<file path="config.mk">
export PLATFORM = sky130hd
export DESIGN_NAME = exu_top
export DESIGN_NICKNAME = d
export VERILOG_FILES = /design/src/exu_pkg.sv /design/src/dispatch.sv /design/src/alu.sv /design/src/mul_unit.sv /design/src/div_unit.sv /design/src/wb_arbiter.sv /design/src/exu_top.sv
export SDC_FILE = /design/constraint.sdc
export NUM_CORES = 2
export LEC_CHECK = 0
export BUFFER_PORTS_ARGS = -buffer_cell sky130_fd_sc_hd__buf_2
export CAP_MARGIN = 20
export CELL_PAD_IN_SITES_DETAIL_PLACEMENT = 1
export CELL_PAD_IN_SITES_GLOBAL_PLACEMENT = 2
export CORE_UTILIZATION = 33
export CTS_BUF_LIST = sky130_fd_sc_hd__clkbuf_16
export CTS_CLUSTER_DIAMETER = 200
export DETAILED_ROUTE_END_ITERATION = 6
export PLACE_DENSITY_LB_ADDON = 0.08
export SYNTH_ARGS = -nofsm -noshare
export SYNTH_HDL_FRONTEND = slang
export SYNTH_SLANG_ARGS = --single-unit
</file>
<file path="constraint.sdc">
create_clock -name aclk -period 8.7 [get_ports aclk]
set_input_delay 1.74 -clock aclk [delete_from_list [all_inputs] [get_ports aclk]]
set_output_delay 1.74 -clock aclk [all_outputs]
set_load 0.01 [all_outputs]
</file>
<file path="src/exu_pkg.sv">
/*
  shared definitions for the execute front of the in-order core
  field positions inside the packed decode result, alu mode codes,
  divider step count and the typedefs used on every unit port
  import with exu_pkg::* in the module header
*/
`default_nettype none

package exu_pkg;

	localparam int IBUS_TID_WIDTH = 8; // instruction id width

	// type flags in the low 16 bits of the decode result
	localparam int INST_FLAG_REM_SID = 0;
	localparam int INST_FLAG_DIV_SID = 1;
	localparam int INST_FLAG_MUL_SID = 2;
	localparam int INST_FLAG_STORE_SID = 3;
	localparam int INST_FLAG_LOAD_SID = 4;
	localparam int INST_FLAG_CSR_RW_SID = 5;
	localparam int INST_FLAG_ILLEGAL_SID = 15;

	localparam int FU_OP_BASE = 16; // op info starts above the flags

	// op info fields, relative to FU_OP_BASE
	localparam int ALU_OP_MSG_OP2_SID = 0;
	localparam int ALU_OP_MSG_OP1_SID = 32;
	localparam int ALU_OP_MSG_OP_MODE_SID = 64;
	localparam int LSU_OP_MSG_OFS_SID = 0;
	localparam int LSU_OP_MSG_BASE_SID = 32;
	localparam int LSU_OP_MSG_TYPE_SID = 64;
	localparam int LSU_OP_MSG_DIN_SID = 67;
	localparam int CSR_OP_MSG_ADDR_SID = 34;
	localparam int MD_OP_MSG_RES_SEL_SID = 0;
	localparam int MD_OP_MSG_OP_B_SID = 1;
	localparam int MD_OP_MSG_OP_A_SID = 34;

	localparam logic [3:0] OP_MODE_ADD = 4'd0;
	localparam logic [3:0] OP_MODE_SUB = 4'd1;
	localparam logic [3:0] OP_MODE_EQU = 4'd2;
	localparam logic [3:0] OP_MODE_NEQU = 4'd3;
	localparam logic [3:0] OP_MODE_SGN_LT = 4'd4;
	localparam logic [3:0] OP_MODE_SGN_GET = 4'd5; // signed >=
	localparam logic [3:0] OP_MODE_USGN_LT = 4'd6;
	localparam logic [3:0] OP_MODE_USGN_GET = 4'd7; // unsigned >=
	localparam logic [3:0] OP_MODE_XOR = 4'd8;
	localparam logic [3:0] OP_MODE_OR = 4'd9;
	localparam logic [3:0] OP_MODE_AND = 4'd10;
	localparam logic [3:0] OP_MODE_LG_LSH = 4'd11;
	localparam logic [3:0] OP_MODE_LG_RSH = 4'd12;
	localparam logic [3:0] OP_MODE_ATH_RSH = 4'd13; // highest legal mode

	localparam int DIV_STEPS = 33; // one quotient bit per cycle

	typedef logic [31:0] word_t;
	typedef logic [32:0] mdop_t; // already sign or zero extended
	typedef logic [IBUS_TID_WIDTH-1:0] inst_id_t;
	typedef logic [3:0] alu_mode_t;
	typedef logic [2:0] ls_type_t;
	typedef logic [11:0] csr_addr_t;
	typedef logic [127:0] fetch_data_t; // {pc, predecode, instruction}
	typedef logic [146:0] fetch_msg_t; // {branch prediction, error code}
	typedef logic [143:0] dcd_res_t; // {op info, type flags}

	typedef enum logic [1:0] {
		DIV_IDLE,
		DIV_RUN,
		DIV_DONE
	} div_state_t;

endpackage

`default_nettype wire

</file>
<file path="src/dispatch.sv">
/*
  dispatch of one issued instruction, purely combinational
  every instruction goes to the bru; alu, csr, lsu, multiplier
  and divider get their slice of the op info in the same cycle
  loads and stores use the alu as address adder
*/
`timescale 1ns/1ps
`default_nettype none

module dispatch
	import exu_pkg::*;
(
	input wire fetch_data_t issue_data,
	input wire fetch_msg_t issue_msg,
	input wire dcd_res_t issue_dcd_res,
	input wire inst_id_t issue_id,
	input wire issue_first_after_rst,
	input wire issue_valid,
	output logic issue_ready,
	output fetch_data_t bru_data,
	output fetch_msg_t bru_msg,
	output dcd_res_t bru_dcd_res,
	output inst_id_t bru_id,
	output logic bru_first_after_rst,
	output logic bru_valid,
	input wire bru_ready,
	output alu_mode_t alu_mode,
	output word_t alu_op1,
	output word_t alu_op2,
	output inst_id_t alu_tid,
	output logic alu_use_res,
	output logic alu_valid,
	output csr_addr_t csr_addr,
	output inst_id_t csr_tid,
	output logic csr_valid,
	output logic lsu_ls_sel,
	output ls_type_t lsu_ls_type,
	output word_t lsu_ls_din,
	output inst_id_t lsu_inst_id,
	output logic lsu_valid,
	input wire lsu_ready,
	output mdop_t mul_op_a,
	output mdop_t mul_op_b,
	output logic mul_res_sel,
	output inst_id_t mul_inst_id,
	output logic mul_valid,
	input wire mul_ready,
	output mdop_t div_op_a,
	output mdop_t div_op_b,
	output logic div_rem_sel,
	output inst_id_t div_inst_id,
	output logic div_valid,
	input wire div_ready
);

	logic is_illegal, is_ls, is_mul, is_div, is_csr;
	logic fu_ready, legal_ls, unit_go;

	assign is_illegal = issue_dcd_res[INST_FLAG_ILLEGAL_SID];
	assign is_ls = issue_dcd_res[INST_FLAG_STORE_SID] | issue_dcd_res[INST_FLAG_LOAD_SID];
	assign is_mul = issue_dcd_res[INST_FLAG_MUL_SID];
	assign is_div = issue_dcd_res[INST_FLAG_REM_SID] | issue_dcd_res[INST_FLAG_DIV_SID];
	assign is_csr = issue_dcd_res[INST_FLAG_CSR_RW_SID];
	assign legal_ls = ~is_illegal & is_ls;

	// illegal instructions need none of lsu, mul, div
	assign fu_ready = is_illegal |
		((~is_ls | lsu_ready) & (~is_mul | mul_ready) & (~is_div | div_ready));
	assign issue_ready = bru_ready & fu_ready;
	assign unit_go = issue_valid & bru_ready & ~is_illegal; // unit valids imply a transfer

	assign bru_data = issue_data; // bru sees everything untouched
	assign bru_msg = issue_msg;
	assign bru_dcd_res = issue_dcd_res;
	assign bru_id = issue_id;
	assign bru_first_after_rst = issue_first_after_rst;
	assign bru_valid = issue_valid & fu_ready;

	// loads and stores compute base + offset on the alu
	assign alu_mode = legal_ls ? OP_MODE_ADD :
		issue_dcd_res[FU_OP_BASE+ALU_OP_MSG_OP_MODE_SID +: $bits(alu_mode_t)];
	assign alu_op1 = legal_ls ? issue_dcd_res[FU_OP_BASE+LSU_OP_MSG_BASE_SID +: 32] :
		issue_dcd_res[FU_OP_BASE+ALU_OP_MSG_OP1_SID +: 32];
	assign alu_op2 = legal_ls ? issue_dcd_res[FU_OP_BASE+LSU_OP_MSG_OFS_SID +: 32] :
		issue_dcd_res[FU_OP_BASE+ALU_OP_MSG_OP2_SID +: 32];
	assign alu_tid = issue_id;
	assign alu_use_res = ~is_ls; // an address is not the instruction result
	assign alu_valid = issue_valid & issue_ready & ~(~is_illegal & is_csr); // csr skips the alu

	assign csr_addr = issue_dcd_res[FU_OP_BASE+CSR_OP_MSG_ADDR_SID +: $bits(csr_addr_t)];
	assign csr_tid = issue_id;
	assign csr_valid = issue_valid & ~is_illegal & is_csr;

	assign lsu_ls_sel = issue_dcd_res[INST_FLAG_STORE_SID]; // 1 for store
	assign lsu_ls_type = issue_dcd_res[FU_OP_BASE+LSU_OP_MSG_TYPE_SID +: $bits(ls_type_t)];
	assign lsu_ls_din = issue_dcd_res[FU_OP_BASE+LSU_OP_MSG_DIN_SID +: 32];
	assign lsu_inst_id = issue_id;
	assign lsu_valid = unit_go & is_ls;

	assign mul_op_a = issue_dcd_res[FU_OP_BASE+MD_OP_MSG_OP_A_SID +: $bits(mdop_t)];
	assign mul_op_b = issue_dcd_res[FU_OP_BASE+MD_OP_MSG_OP_B_SID +: $bits(mdop_t)];
	assign mul_res_sel = issue_dcd_res[FU_OP_BASE+MD_OP_MSG_RES_SEL_SID]; // 1 for high word
	assign mul_inst_id = issue_id;
	assign mul_valid = unit_go & is_mul;

	assign div_op_a = mul_op_a; // same op info field as the multiplier
	assign div_op_b = mul_op_b;
	assign div_rem_sel = issue_dcd_res[INST_FLAG_REM_SID];
	assign div_inst_id = issue_id;
	assign div_valid = unit_go & is_div;

endmodule

`default_nettype wire

</file>
<file path="src/alu.sv">
/*
  single-cycle alu, result registered one cycle after in_valid
  use_res travels with the result so that the arbiter can tell
  register results from load/store addresses
*/
`timescale 1ns/1ps
`default_nettype none

module alu
	import exu_pkg::*;
(
	input wire aclk,
	input wire arst_n,
	input wire in_valid,
	input wire alu_mode_t mode,
	input wire word_t op1,
	input wire word_t op2,
	input wire inst_id_t tid,
	input wire use_res,
	output logic res_valid,
	output word_t res_data,
	output inst_id_t res_tid,
	output logic res_use
);

	word_t res_nxt;
	logic [4:0] shamt;

	assign shamt = op2[4:0]; // rv32 shift amount

	always_comb begin
		case (mode)
			OP_MODE_ADD: res_nxt = op1 + op2;
			OP_MODE_SUB: res_nxt = op1 - op2;
			OP_MODE_EQU: res_nxt = word_t'(op1 == op2);
			OP_MODE_NEQU: res_nxt = word_t'(op1 != op2);
			OP_MODE_SGN_LT: res_nxt = word_t'($signed(op1) < $signed(op2));
			OP_MODE_SGN_GET: res_nxt = word_t'($signed(op1) >= $signed(op2));
			OP_MODE_USGN_LT: res_nxt = word_t'(op1 < op2);
			OP_MODE_USGN_GET: res_nxt = word_t'(op1 >= op2);
			OP_MODE_XOR: res_nxt = op1 ^ op2;
			OP_MODE_OR: res_nxt = op1 | op2;
			OP_MODE_AND: res_nxt = op1 & op2;
			OP_MODE_LG_LSH: res_nxt = op1 << shamt;
			OP_MODE_LG_RSH: res_nxt = op1 >> shamt;
			OP_MODE_ATH_RSH: res_nxt = word_t'($signed(op1) >>> shamt);
			default: res_nxt = '0; // codes 14, 15 unused
		endcase
	end

	always_ff @(posedge aclk or negedge arst_n) begin
		if (!arst_n)
			res_valid <= 1'b0;
		else
			res_valid <= in_valid; // one-cycle pulse, never stalled
	end

	always_ff @(posedge aclk) begin
		if (in_valid) begin
			res_data <= res_nxt;
			res_tid <= tid;
			res_use <= use_res;
		end
	end

	a_mode_legal: assert property (@(posedge aclk) disable iff (!arst_n)
		in_valid |-> mode <= OP_MODE_ATH_RSH);

endmodule

`default_nettype wire

</file>
<file path="src/mul_unit.sv">
/*
  two-stage signed 33x33 multiplier
  stage 1 holds the operands, stage 2 the selected half of the
  66-bit product until the arbiter grants it
  up to two instructions in flight, result two cycles after accept
*/
`timescale 1ns/1ps
`default_nettype none

module mul_unit
	import exu_pkg::*;
(
	input wire aclk,
	input wire arst_n,
	input wire in_valid,
	input wire mdop_t op_a,
	input wire mdop_t op_b,
	input wire res_sel,
	input wire inst_id_t inst_id,
	output logic in_ready,
	output logic res_valid,
	output word_t res_data,
	output inst_id_t res_tid,
	input wire grant
);

	logic s1_valid, s1_sel, s2_free;
	mdop_t s1_a, s1_b;
	inst_id_t s1_tid;
	logic signed [65:0] prod;

	assign s2_free = ~res_valid | grant; // stage 2 empty or leaving
	assign in_ready = ~s1_valid | s2_free;
	assign prod = $signed(s1_a) * $signed(s1_b);

	always_ff @(posedge aclk or negedge arst_n) begin
		if (!arst_n) begin
			s1_valid <= 1'b0;
			res_valid <= 1'b0;
		end else begin
			if (in_ready)
				s1_valid <= in_valid;
			if (s2_free)
				res_valid <= s1_valid;
		end
	end

	always_ff @(posedge aclk) begin
		if (in_valid && in_ready) begin
			s1_a <= op_a;
			s1_b <= op_b;
			s1_sel <= res_sel;
			s1_tid <= inst_id;
		end
		if (s1_valid && s2_free) begin
			res_data <= s1_sel ? prod[63:32] : prod[31:0]; // mulh* vs mul
			res_tid <= s1_tid;
		end
	end

	// result must hold while the arbiter serves someone else
	a_hold: assert property (@(posedge aclk) disable iff (!arst_n)
		res_valid && !grant |=> res_valid && $stable(res_data) && $stable(res_tid));

endmodule

`default_nettype wire

</file>
<file path="src/div_unit.sv">
/*
  iterative radix-2 divider for div, divu, rem, remu
  works on magnitudes for DIV_STEPS cycles, then applies the signs
  divide by zero gives all ones and the dividend as remainder,
  the most negative / -1 case falls out of the 33-bit operands
  accepts only in idle, holds the result in done until granted
*/
`timescale 1ns/1ps
`default_nettype none

module div_unit
	import exu_pkg::*;
(
	input wire aclk,
	input wire arst_n,
	input wire in_valid,
	input wire mdop_t op_a,
	input wire mdop_t op_b,
	input wire rem_sel,
	input wire inst_id_t inst_id,
	output logic in_ready,
	output logic res_valid,
	output word_t res_data,
	output inst_id_t res_tid,
	input wire grant
);

	div_state_t state;
	logic [5:0] cnt;
	mdop_t dvs, quot, rem; // divisor, quotient and partial remainder magnitudes
	mdop_t a_mag, b_mag, q_fix, r_fix;
	logic q_neg, r_neg, sel_rem;
	logic [33:0] shifted;
	logic [34:0] diff;

	assign in_ready = state == DIV_IDLE;
	assign res_valid = state == DIV_DONE;

	assign a_mag = op_a[32] ? -op_a : op_a;
	assign b_mag = op_b[32] ? -op_b : op_b;
	assign shifted = {rem, quot[32]}; // bring down next dividend bit
	assign diff = {1'b0, shifted} - {2'b00, dvs};

	assign q_fix = q_neg ? -quot : quot;
	assign r_fix = r_neg ? -rem : rem; // remainder takes the dividend sign
	assign res_data = sel_rem ? r_fix[31:0] : q_fix[31:0];

	always_ff @(posedge aclk or negedge arst_n) begin
		if (!arst_n) begin
			state <= DIV_IDLE;
			cnt <= '0;
		end else begin
			case (state)
				DIV_IDLE: begin
					cnt <= '0;
					if (in_valid)
						state <= DIV_RUN;
				end
				DIV_RUN: begin
					cnt <= cnt + 6'd1;
					if (cnt == DIV_STEPS - 1)
						state <= DIV_DONE;
				end
				DIV_DONE: begin
					if (grant)
						state <= DIV_IDLE;
				end
				default: state <= DIV_IDLE;
			endcase
		end
	end

	always_ff @(posedge aclk) begin
		if (in_valid && in_ready) begin
			dvs <= b_mag;
			quot <= a_mag; // dividend shifts out as quotient shifts in
			rem <= '0;
			q_neg <= (op_a[32] ^ op_b[32]) & (|op_b); // zero divisor keeps all ones
			r_neg <= op_a[32];
			sel_rem <= rem_sel;
			res_tid <= inst_id;
		end else if (state == DIV_RUN) begin
			quot <= {quot[31:0], ~diff[34]};
			rem <= diff[34] ? shifted[32:0] : diff[32:0]; // restore on borrow
		end
	end

	// once accepted, nothing else gets in for the whole computation
	a_no_accept_busy: assert property (@(posedge aclk) disable iff (!arst_n)
		in_valid && in_ready |=> !in_ready [*DIV_STEPS]);

endmodule

`default_nettype wire

</file>
<file path="src/wb_arbiter.sv">
/*
  merges alu, multiplier and divider results onto one writeback
  port, fixed priority alu > mul > div
  alu results without use_res are addresses and go to addr instead
  outputs registered, writeback one cycle after the grant
*/
`timescale 1ns/1ps
`default_nettype none

module wb_arbiter
	import exu_pkg::*;
(
	input wire aclk,
	input wire arst_n,
	input wire alu_res_valid,
	input wire word_t alu_res_data,
	input wire inst_id_t alu_res_tid,
	input wire alu_res_use,
	input wire mul_res_valid,
	input wire word_t mul_res_data,
	input wire inst_id_t mul_res_tid,
	output logic mul_grant,
	input wire div_res_valid,
	input wire word_t div_res_data,
	input wire inst_id_t div_res_tid,
	output logic div_grant,
	output logic wb_valid,
	output word_t wb_data,
	output inst_id_t wb_tid,
	output logic addr_valid,
	output word_t addr
);

	logic alu_wb;

	assign alu_wb = alu_res_valid & alu_res_use; // alu is never made to wait
	assign mul_grant = mul_res_valid & ~alu_wb;
	assign div_grant = div_res_valid & ~alu_wb & ~mul_res_valid;

	always_ff @(posedge aclk or negedge arst_n) begin
		if (!arst_n) begin
			wb_valid <= 1'b0;
			addr_valid <= 1'b0;
		end else begin
			wb_valid <= alu_wb | mul_grant | div_grant;
			addr_valid <= alu_res_valid & ~alu_res_use; // separate path from writeback
		end
	end

	always_ff @(posedge aclk) begin
		addr <= alu_res_data;
		if (alu_wb) begin
			wb_data <= alu_res_data;
			wb_tid <= alu_res_tid;
		end else if (mul_grant) begin
			wb_data <= mul_res_data;
			wb_tid <= mul_res_tid;
		end else begin
			wb_data <= div_res_data;
			wb_tid <= div_res_tid;
		end
	end

	// lowest priority result waits unchanged until its grant
	a_div_hold: assert property (@(posedge aclk) disable iff (!arst_n)
		div_res_valid && !div_grant |=>
			div_res_valid && $stable(div_res_data) && $stable(div_res_tid));

endmodule

`default_nettype wire

</file>
<file path="src/exu_top.sv">
/*
  execute front top level
  dispatch feeds the alu, multiplier and divider, whose results
  meet in the writeback arbiter; bru, csr and lsu stay outside
  and their dispatch ports are brought out here
*/
`timescale 1ns/1ps
`default_nettype none

module exu_top
	import exu_pkg::*;
(
	input wire aclk,
	input wire arst_n,
	input wire fetch_data_t issue_data,
	input wire fetch_msg_t issue_msg,
	input wire dcd_res_t issue_dcd_res,
	input wire inst_id_t issue_id,
	input wire issue_first_after_rst,
	input wire issue_valid,
	output logic issue_ready,
	output fetch_data_t bru_data,
	output fetch_msg_t bru_msg,
	output dcd_res_t bru_dcd_res,
	output inst_id_t bru_id,
	output logic bru_first_after_rst,
	output logic bru_valid,
	input wire bru_ready,
	output csr_addr_t csr_addr,
	output inst_id_t csr_tid,
	output logic csr_valid,
	output logic lsu_ls_sel,
	output ls_type_t lsu_ls_type,
	output word_t lsu_ls_din,
	output inst_id_t lsu_inst_id,
	output logic lsu_valid,
	input wire lsu_ready,
	output logic wb_valid,
	output word_t wb_data,
	output inst_id_t wb_tid,
	output logic addr_valid,
	output word_t addr
);

	alu_mode_t alu_mode;
	word_t alu_op1, alu_op2;
	inst_id_t alu_tid;
	logic alu_use_res, alu_valid;
	mdop_t mul_op_a, mul_op_b, div_op_a, div_op_b;
	logic mul_res_sel, mul_valid, mul_ready;
	logic div_rem_sel, div_valid, div_ready;
	inst_id_t mul_inst_id, div_inst_id;
	logic alu_res_valid, alu_res_use, mul_res_valid, div_res_valid;
	word_t alu_res_data, mul_res_data, div_res_data;
	inst_id_t alu_res_tid, mul_res_tid, div_res_tid;
	logic mul_grant, div_grant;

	dispatch u_dispatch (.*); // port names match one to one

	alu u_alu (
		.aclk(aclk), .arst_n(arst_n),
		.in_valid(alu_valid), .mode(alu_mode), .op1(alu_op1), .op2(alu_op2),
		.tid(alu_tid), .use_res(alu_use_res),
		.res_valid(alu_res_valid), .res_data(alu_res_data),
		.res_tid(alu_res_tid), .res_use(alu_res_use)
	);

	mul_unit u_mul (
		.aclk(aclk), .arst_n(arst_n),
		.in_valid(mul_valid), .op_a(mul_op_a), .op_b(mul_op_b),
		.res_sel(mul_res_sel), .inst_id(mul_inst_id), .in_ready(mul_ready),
		.res_valid(mul_res_valid), .res_data(mul_res_data),
		.res_tid(mul_res_tid), .grant(mul_grant)
	);

	div_unit u_div (
		.aclk(aclk), .arst_n(arst_n),
		.in_valid(div_valid), .op_a(div_op_a), .op_b(div_op_b),
		.rem_sel(div_rem_sel), .inst_id(div_inst_id), .in_ready(div_ready),
		.res_valid(div_res_valid), .res_data(div_res_data),
		.res_tid(div_res_tid), .grant(div_grant)
	);

	wb_arbiter u_arb (
		.aclk(aclk), .arst_n(arst_n),
		.alu_res_valid(alu_res_valid), .alu_res_data(alu_res_data),
		.alu_res_tid(alu_res_tid), .alu_res_use(alu_res_use),
		.mul_res_valid(mul_res_valid), .mul_res_data(mul_res_data),
		.mul_res_tid(mul_res_tid), .mul_grant(mul_grant),
		.div_res_valid(div_res_valid), .div_res_data(div_res_data),
		.div_res_tid(div_res_tid), .div_grant(div_grant),
		.wb_valid(wb_valid), .wb_data(wb_data), .wb_tid(wb_tid),
		.addr_valid(addr_valid), .addr(addr)
	);

	// dispatch has no clock, so its unit exclusivity is checked here
	a_one_unit: assert property (@(posedge aclk) disable iff (!arst_n)
		$onehot0({lsu_valid, mul_valid, div_valid}));

endmodule

`default_nettype wire

</file>
# Word level (Yosys, flattened, before mapping)
# Index checks and enable logic that the tools add are counted.
dict set report totals {
  register_bits 351
  out_inout_bits 570
  word_cells 138
}
dict set report op_classes {
  add_sub_neg 8
  multipliers 1
  n_lt_le_gt_ge 4
  n_eq_ne 21
  shift 3
  mux 20
  bitwise_logic 45
  reduce_logical 9
}
# operator n
set ops {}
lappend ops {{32-bit one-hot mux with 14 select lines} 1}
lappend ops {{32-bit two-way mux} 7}
lappend ops {{33-bit two-way mux} 4}
lappend ops {{33-bit negator} 2}
lappend ops {{32-bit greater-or-equal comparator} 2}
lappend ops {{32-bit less-than comparator} 2}
lappend ops {{33-bit by 33-bit multiplier with 64-bit output} 1}
lappend ops {{32-bit negator} 2}
lappend ops {{34-bit by 33-bit subtractor with 35-bit output} 1}
lappend ops {{33-bit OR reduction} 1}
lappend ops {{32-bit adder} 1}
lappend ops {{32-bit AND} 1}
lappend ops {{32-bit equality test} 1}
lappend ops {{32-bit != test} 1}
lappend ops {{32-bit OR} 1}
lappend ops {{32-bit by 5-bit << shifter with 32-bit output} 1}
lappend ops {{32-bit by 5-bit right shift with 32-bit output} 1}
lappend ops {{32-bit by 5-bit >>> shifter with 32-bit output} 1}
lappend ops {{32-bit subtractor} 1}
lappend ops {{32-bit XOR} 1}
lappend ops {{4-bit equality test (second input constant)} 6}
lappend ops {{1-bit AND} 21}
lappend ops {{4-bit by 3-bit equality test with 1-bit output (second input constant)} 4}
lappend ops {{8-bit two-way mux} 2}
lappend ops {{20 further kinds} 45}

# Logic depth before layout (Yosys ltp)
dict set report depth {
  ltp_word 12
  ltp_mapped 28
  ltp_nobuf 27
}

# Cells and area by module
# From an unflattened synthesis, not the netlist that was laid out.
dict set report hier_totals {
  cells_unflattened 7660
  hier_area_um2 69112.5
}
# mod instances cells_per_inst area_each_um2 seq_area_each_um2
set by_module_without_submodules {}
lappend by_module_without_submodules {mul_unit 1 4344 42283.1 3503.4}
lappend by_module_without_submodules {alu 1 1323 9928.3 1256.2}
lappend by_module_without_submodules {div_unit 1 1037 8934.8 3173.0}
lappend by_module_without_submodules {dispatch 1 737 5515.3 0.0}
lappend by_module_without_submodules {wb_arbiter 1 219 2451.1 1491.4}

# Worst setup path after synthesis
# OpenSTA, ideal clock, no wires.
dict set report synth_path {
  path_type {register -> register}
  startpoint {reg u_mul.s1_b[0]}
  endpoint {reg u_mul.res_data[31] (data pin)}
  arrival_ps 8110
  slack_ps 335
  stages_incl_launch_ff 26
  path_buffers 1
  synth_period_minus_slack_ps 8365
  cell_sequence {edfxtp_1 > clkbuf_1 > nand2_1 > inv_1 > fa_1 > fa_1 > fa_1 > fa_1 > inv_1 > fa_1 > inv_1 > fa_1 > fa_1 > inv_1 > fa_1 > inv_1 > ha_1 > a21oi_2 > o21bai_1 > a21o_1 > a21o_1 > a221o_1 > a221o_1 > o2111a_1 > or4_1 > a31o_1}
}
dict set report synth_via {
  elab_chain_cells 2
}
# element line
set synth_lines {}
lappend synth_lines {{start, declared} mul_unit.sv:28} ;# mdop_t s1_a, s1_b;
lappend synth_lines {{start signal, assigned} mul_unit.sv:51} ;# s1_b <= op_b;
lappend synth_lines {{33-bit by 33-bit multiplier with 64-bit output} mul_unit.sv:34} ;# assign prod = $signed(s1_a) * $signed(s1_b);
lappend synth_lines {{32-bit two-way mux} mul_unit.sv:56} ;# res_data <= s1_sel ? prod[63:32] : prod[31:0];
lappend synth_lines {{end signal, assigned} mul_unit.sv:56}
lappend synth_lines {{end, declared} mul_unit.sv:22} ;# output word_t res_data,
# Every way passes these cells.
# A chain may end at the register's enable or synchronous reset.

# Final worst setup path
dict set report layout_path {
  startpoint {reg u_mul.s1_a[4]}
  endpoint {reg u_mul.res_data[16] (data pin)}
}
dict set report layout_via {
  elab_chain_cells 2
}
# element line
set layout_lines {}
lappend layout_lines {{start, declared} mul_unit.sv:28}
lappend layout_lines {{start signal, assigned} mul_unit.sv:50} ;# s1_a <= op_a;
lappend layout_lines {{33-bit by 33-bit multiplier with 64-bit output} mul_unit.sv:34}
lappend layout_lines {{32-bit two-way mux} mul_unit.sv:56}
# Every way passes these cells.

==> results.ini <==
[global_route]
grt_pass1_wl_mm=447
antenna_found_initial=34
grt_use_total=0.308
grt_max_degree=85
grt_pass1_vias=56400
overflow=0

[critical_path]
start_kind=flip-flop
path_max_fanout=16
r2r_start=u_mul.s1_a[4]
path_cells=buf_4 > and2_1 > fa_1 > fa_1 > fa_1 > inv_1 > fa_1 > fa_1 > fa_1 > inv_1 > fa_1 > fa_1 > ha_1 > nand3_1 > a211oi_1 > o21ai_1 > buf_4 > a21oi_1 > nor4_1 > a21oi_1 > a41oi_1 > xor2_1 > mux2i_1
reg2regPathDepth=23
rrSetupSlack_ns=0.25
critPathKind=reg -> reg
slowest_delay_ns=0.72
cp.required_ns=9.05
r2r_end=u_mul.res_data[16]
endpoint_kind=flip-flop
path_common_cell=fa_1
cp_slowest_cell=edfxtp_1
cp_data_arrival_time_ns=8.80

[status]
status=complete, no violations

[hold_path]
hp-start=u_alu.res_data[13]
hold_path_end=u_arb.addr[13]
hold_path_depth=0
hp-class=reg -> reg

[yosys]
synth-async-reset-ratio=0.0370
synth-edff-count=233
synth_area_leaders=fa_1, edfxtp_1, inv_1, ha_1, buf_4
syn_inst=7399
ys_seq_area_frac=0.140
synth_nets=9309
yosysWarnings=0
mappedNetlistArea_um2=67200
synth_cell_types=103
ys.flop_type=edfxtp_1
synth_area_leader_cell=fa_1
synth_seq_cells=351
synth_top_area_frac=0.336
synth.avg_cell_area_um2=9.08

[place]
portBuffers=281
post-place-cells=9657
hpwl_mm=261
pre_cts_ws_ns=0.0951
place_area_um2=68800
gp_congestion=0.899

[drt]
postRouteWirelength_mm=318
drtPass1Iterations=5
drt-initial-drc-count=3265
vias_per_cell=5.32
routedWlPerCell_um=32.5
detail-route-antenna-nets=0
vias=52000
drc_errors=0

[clocking]
clock_path_buffers=3
htreeDepth=2
clkTransAtPathRegs_ns=0.08
cts.sinks=351
cts-root-buf=clkbuf_16
cts_tree=built
insertion_delay_ns=0.68
cts_buffers=48

[die]
fp.dieH_um=453
die_w_um=453
rows=165
core_um2=202000
io_pins=1003
die_area_um2=205000
floorplan.initialDensity=0.332

[sta]
slew_viol_final=0
setup_viol=0
fmaxAchievable_mhz=118
worst_slack_ns=0.254
fin_crit_sh=0.971
finClkSkew_ns=0.0706
finalCriticalPeriod_ns=8.45
relSlewSlack=0.274
hold_viol=0
timing.setup.tns_ns=0
tightest_slew_ns=1.08
rsz0062_at_grt=no

[layout]
drive_gt1_frac=0.0988
syn2layout_area_growth_pct=5.00
fill_cells=23300
nets=8954
final_area_um2=70500
finalNonFillerCells=9770

[power]
power.density_nw_per_um2=525
leakagePower_nw=32.6
power_mw=37.1
ir_worst_vdd_v=0.000825

[job]
maxCapViolCount=0

==> metrics by stage <==
step	utilization	hold slack, ns
after global placement	0.340	0.355
after CTS	0.348	0.369
after floorplan	-	0.342
after global routing	0.349	0.374
final	0.349	0.370
after detailed placement	0.340	0.357
==> layout by cell type, fill, tap and decap left out, drive strengths merged, types with 49 or more instances in the layout <==
| cell type | instances |
|---|---|
| nor3 | 49 |
| a211oi | 67 |
| nand2 | 804 |
| o21ai | 277 |
| and2 | 545 |
| buf | 488 |
| edfxtp | 233 |
| fa | 1128 |
| ha | 349 |
| inv | 1275 |
| nand3 | 67 |
| a21o | 68 |
| xnor2 | 142 |
| xor2 | 69 |
| dfxtp | 105 |
| mux2i | 105 |
| nor2 | 269 |
| a21oi | 241 |
| mux4 | 49 |
==> worst max-delay path, delay by kind of cell, from the launching register on <==
kind            cells  cell delay (ns)
buf+inv             4             0.64
xor+xnor            1             0.44
simple gates        3             0.45
mux                 1             0.19
fa+ha+maj           9             4.29
flops               1             0.72
compound gates      5             1.38
==> metal layers <==
layer / track usage / up-vias / part of all wire
met5: 0.0581 / - / 0.0055
met3: 0.119 / 460 / 0.094
met1: 0.347 / 27300 / 0.37
met2: 0.516 / 1861 / 0.48
met4: 0.120 / 26 / 0.045
li1: - / 22300 / -
==> state kept, by name, indices dropped and copies added (netlist names), 32 cells and up <==
signal          flops
u_mul.s1_a         33
u_div.rem          33
u_alu.res_data     32
u_arb.wb_data      32
u_div.dvs          33
u_arb.addr         32
u_mul.s1_b         33
u_div.quot         33
u_mul.res_data     32
==> cells by family (layout without fill, tap and decap cells) <==
logic type	Yosys count	after routing	share of synthesized area
flops	351	351	0.140
compound gates	1067	1067	0.105
other cells	0	14	0
mux	164	164	0.0337
simple gates	1976	1976	0.144
buf+inv	2153	1838	0.148
xor+xnor	211	211	0.0275
fa+ha+maj	1477	1477	0.401
==> worst max-delay path by stage <==
stage	cells after the start	end	slack (ns)	start
floorplan	25	u_mul.res_data[31]	0.33	u_mul.s1_b[0]
global placement	23	u_mul.res_data[24]	0.11	u_mul.s1_a[5]
detailed placement	23	u_mul.res_data[28]	0.1	u_mul.s1_a[5]
CTS	25	u_mul.res_data[23]	0.08	u_mul.s1_a[30]
global route	23	u_mul.res_data[16]	0.0007	u_mul.s1_a[4]
finish	23	u_mul.res_data[16]	0.25	u_mul.s1_a[4]
==> Yosys cell counts, drive strengths merged (29+ instances only) <==
master,instances
a211oi,67
a21o,68
a21oi,241
a31oi,32
and2,545
buf,541
clkbuf,352
dfxtp,105
edfxtp,233
fa,1128
ha,349
inv,1257
mux2i,105
mux4,49
nand2,804
nand2b,32
nand3,67
nand4,33
nor2,269
nor2b,47
nor3,49
o21ai,277
o21bai,29
o22ai,38
o31ai,47
xnor2,142
xor2,69
==> area by class of cell <==
| cell class | instances | area, um2 | share of cell area |
|---|---|---|---|
| diodes | 14 | 35.0 | 0.000497 |
| clock buffers | 48 | 1200 | 0.0170 |
| clock inverters | 42 | 395 | 0.00560 |
| inverters | 1260 | 4730 | 0.0670 |
| multi-input cells | 4895 | 47800 | 0.678 |
| flip-flops and latches | 351 | 9430 | 0.134 |
| well taps | 2672 | 3340 | 0.0474 |
| repair buffers | 488 | 3560 | 0.0505 |
==> where the power goes <==
part / internal (mW) / switching (mW)
combinational: 12.2 / 19.8
sequential: 2.59 / 0.401
clock: 1.12 / 0.953
total: 15.9 / 21.2
==> what timing repair did <==
action | CTS | global route
setup buffers | 0 | 8
resized for setup | 0 | 11
setup endpoints to repair | 0 | 20
hold buffers | 0 | 0
Power figures use the tool's default switching activity.
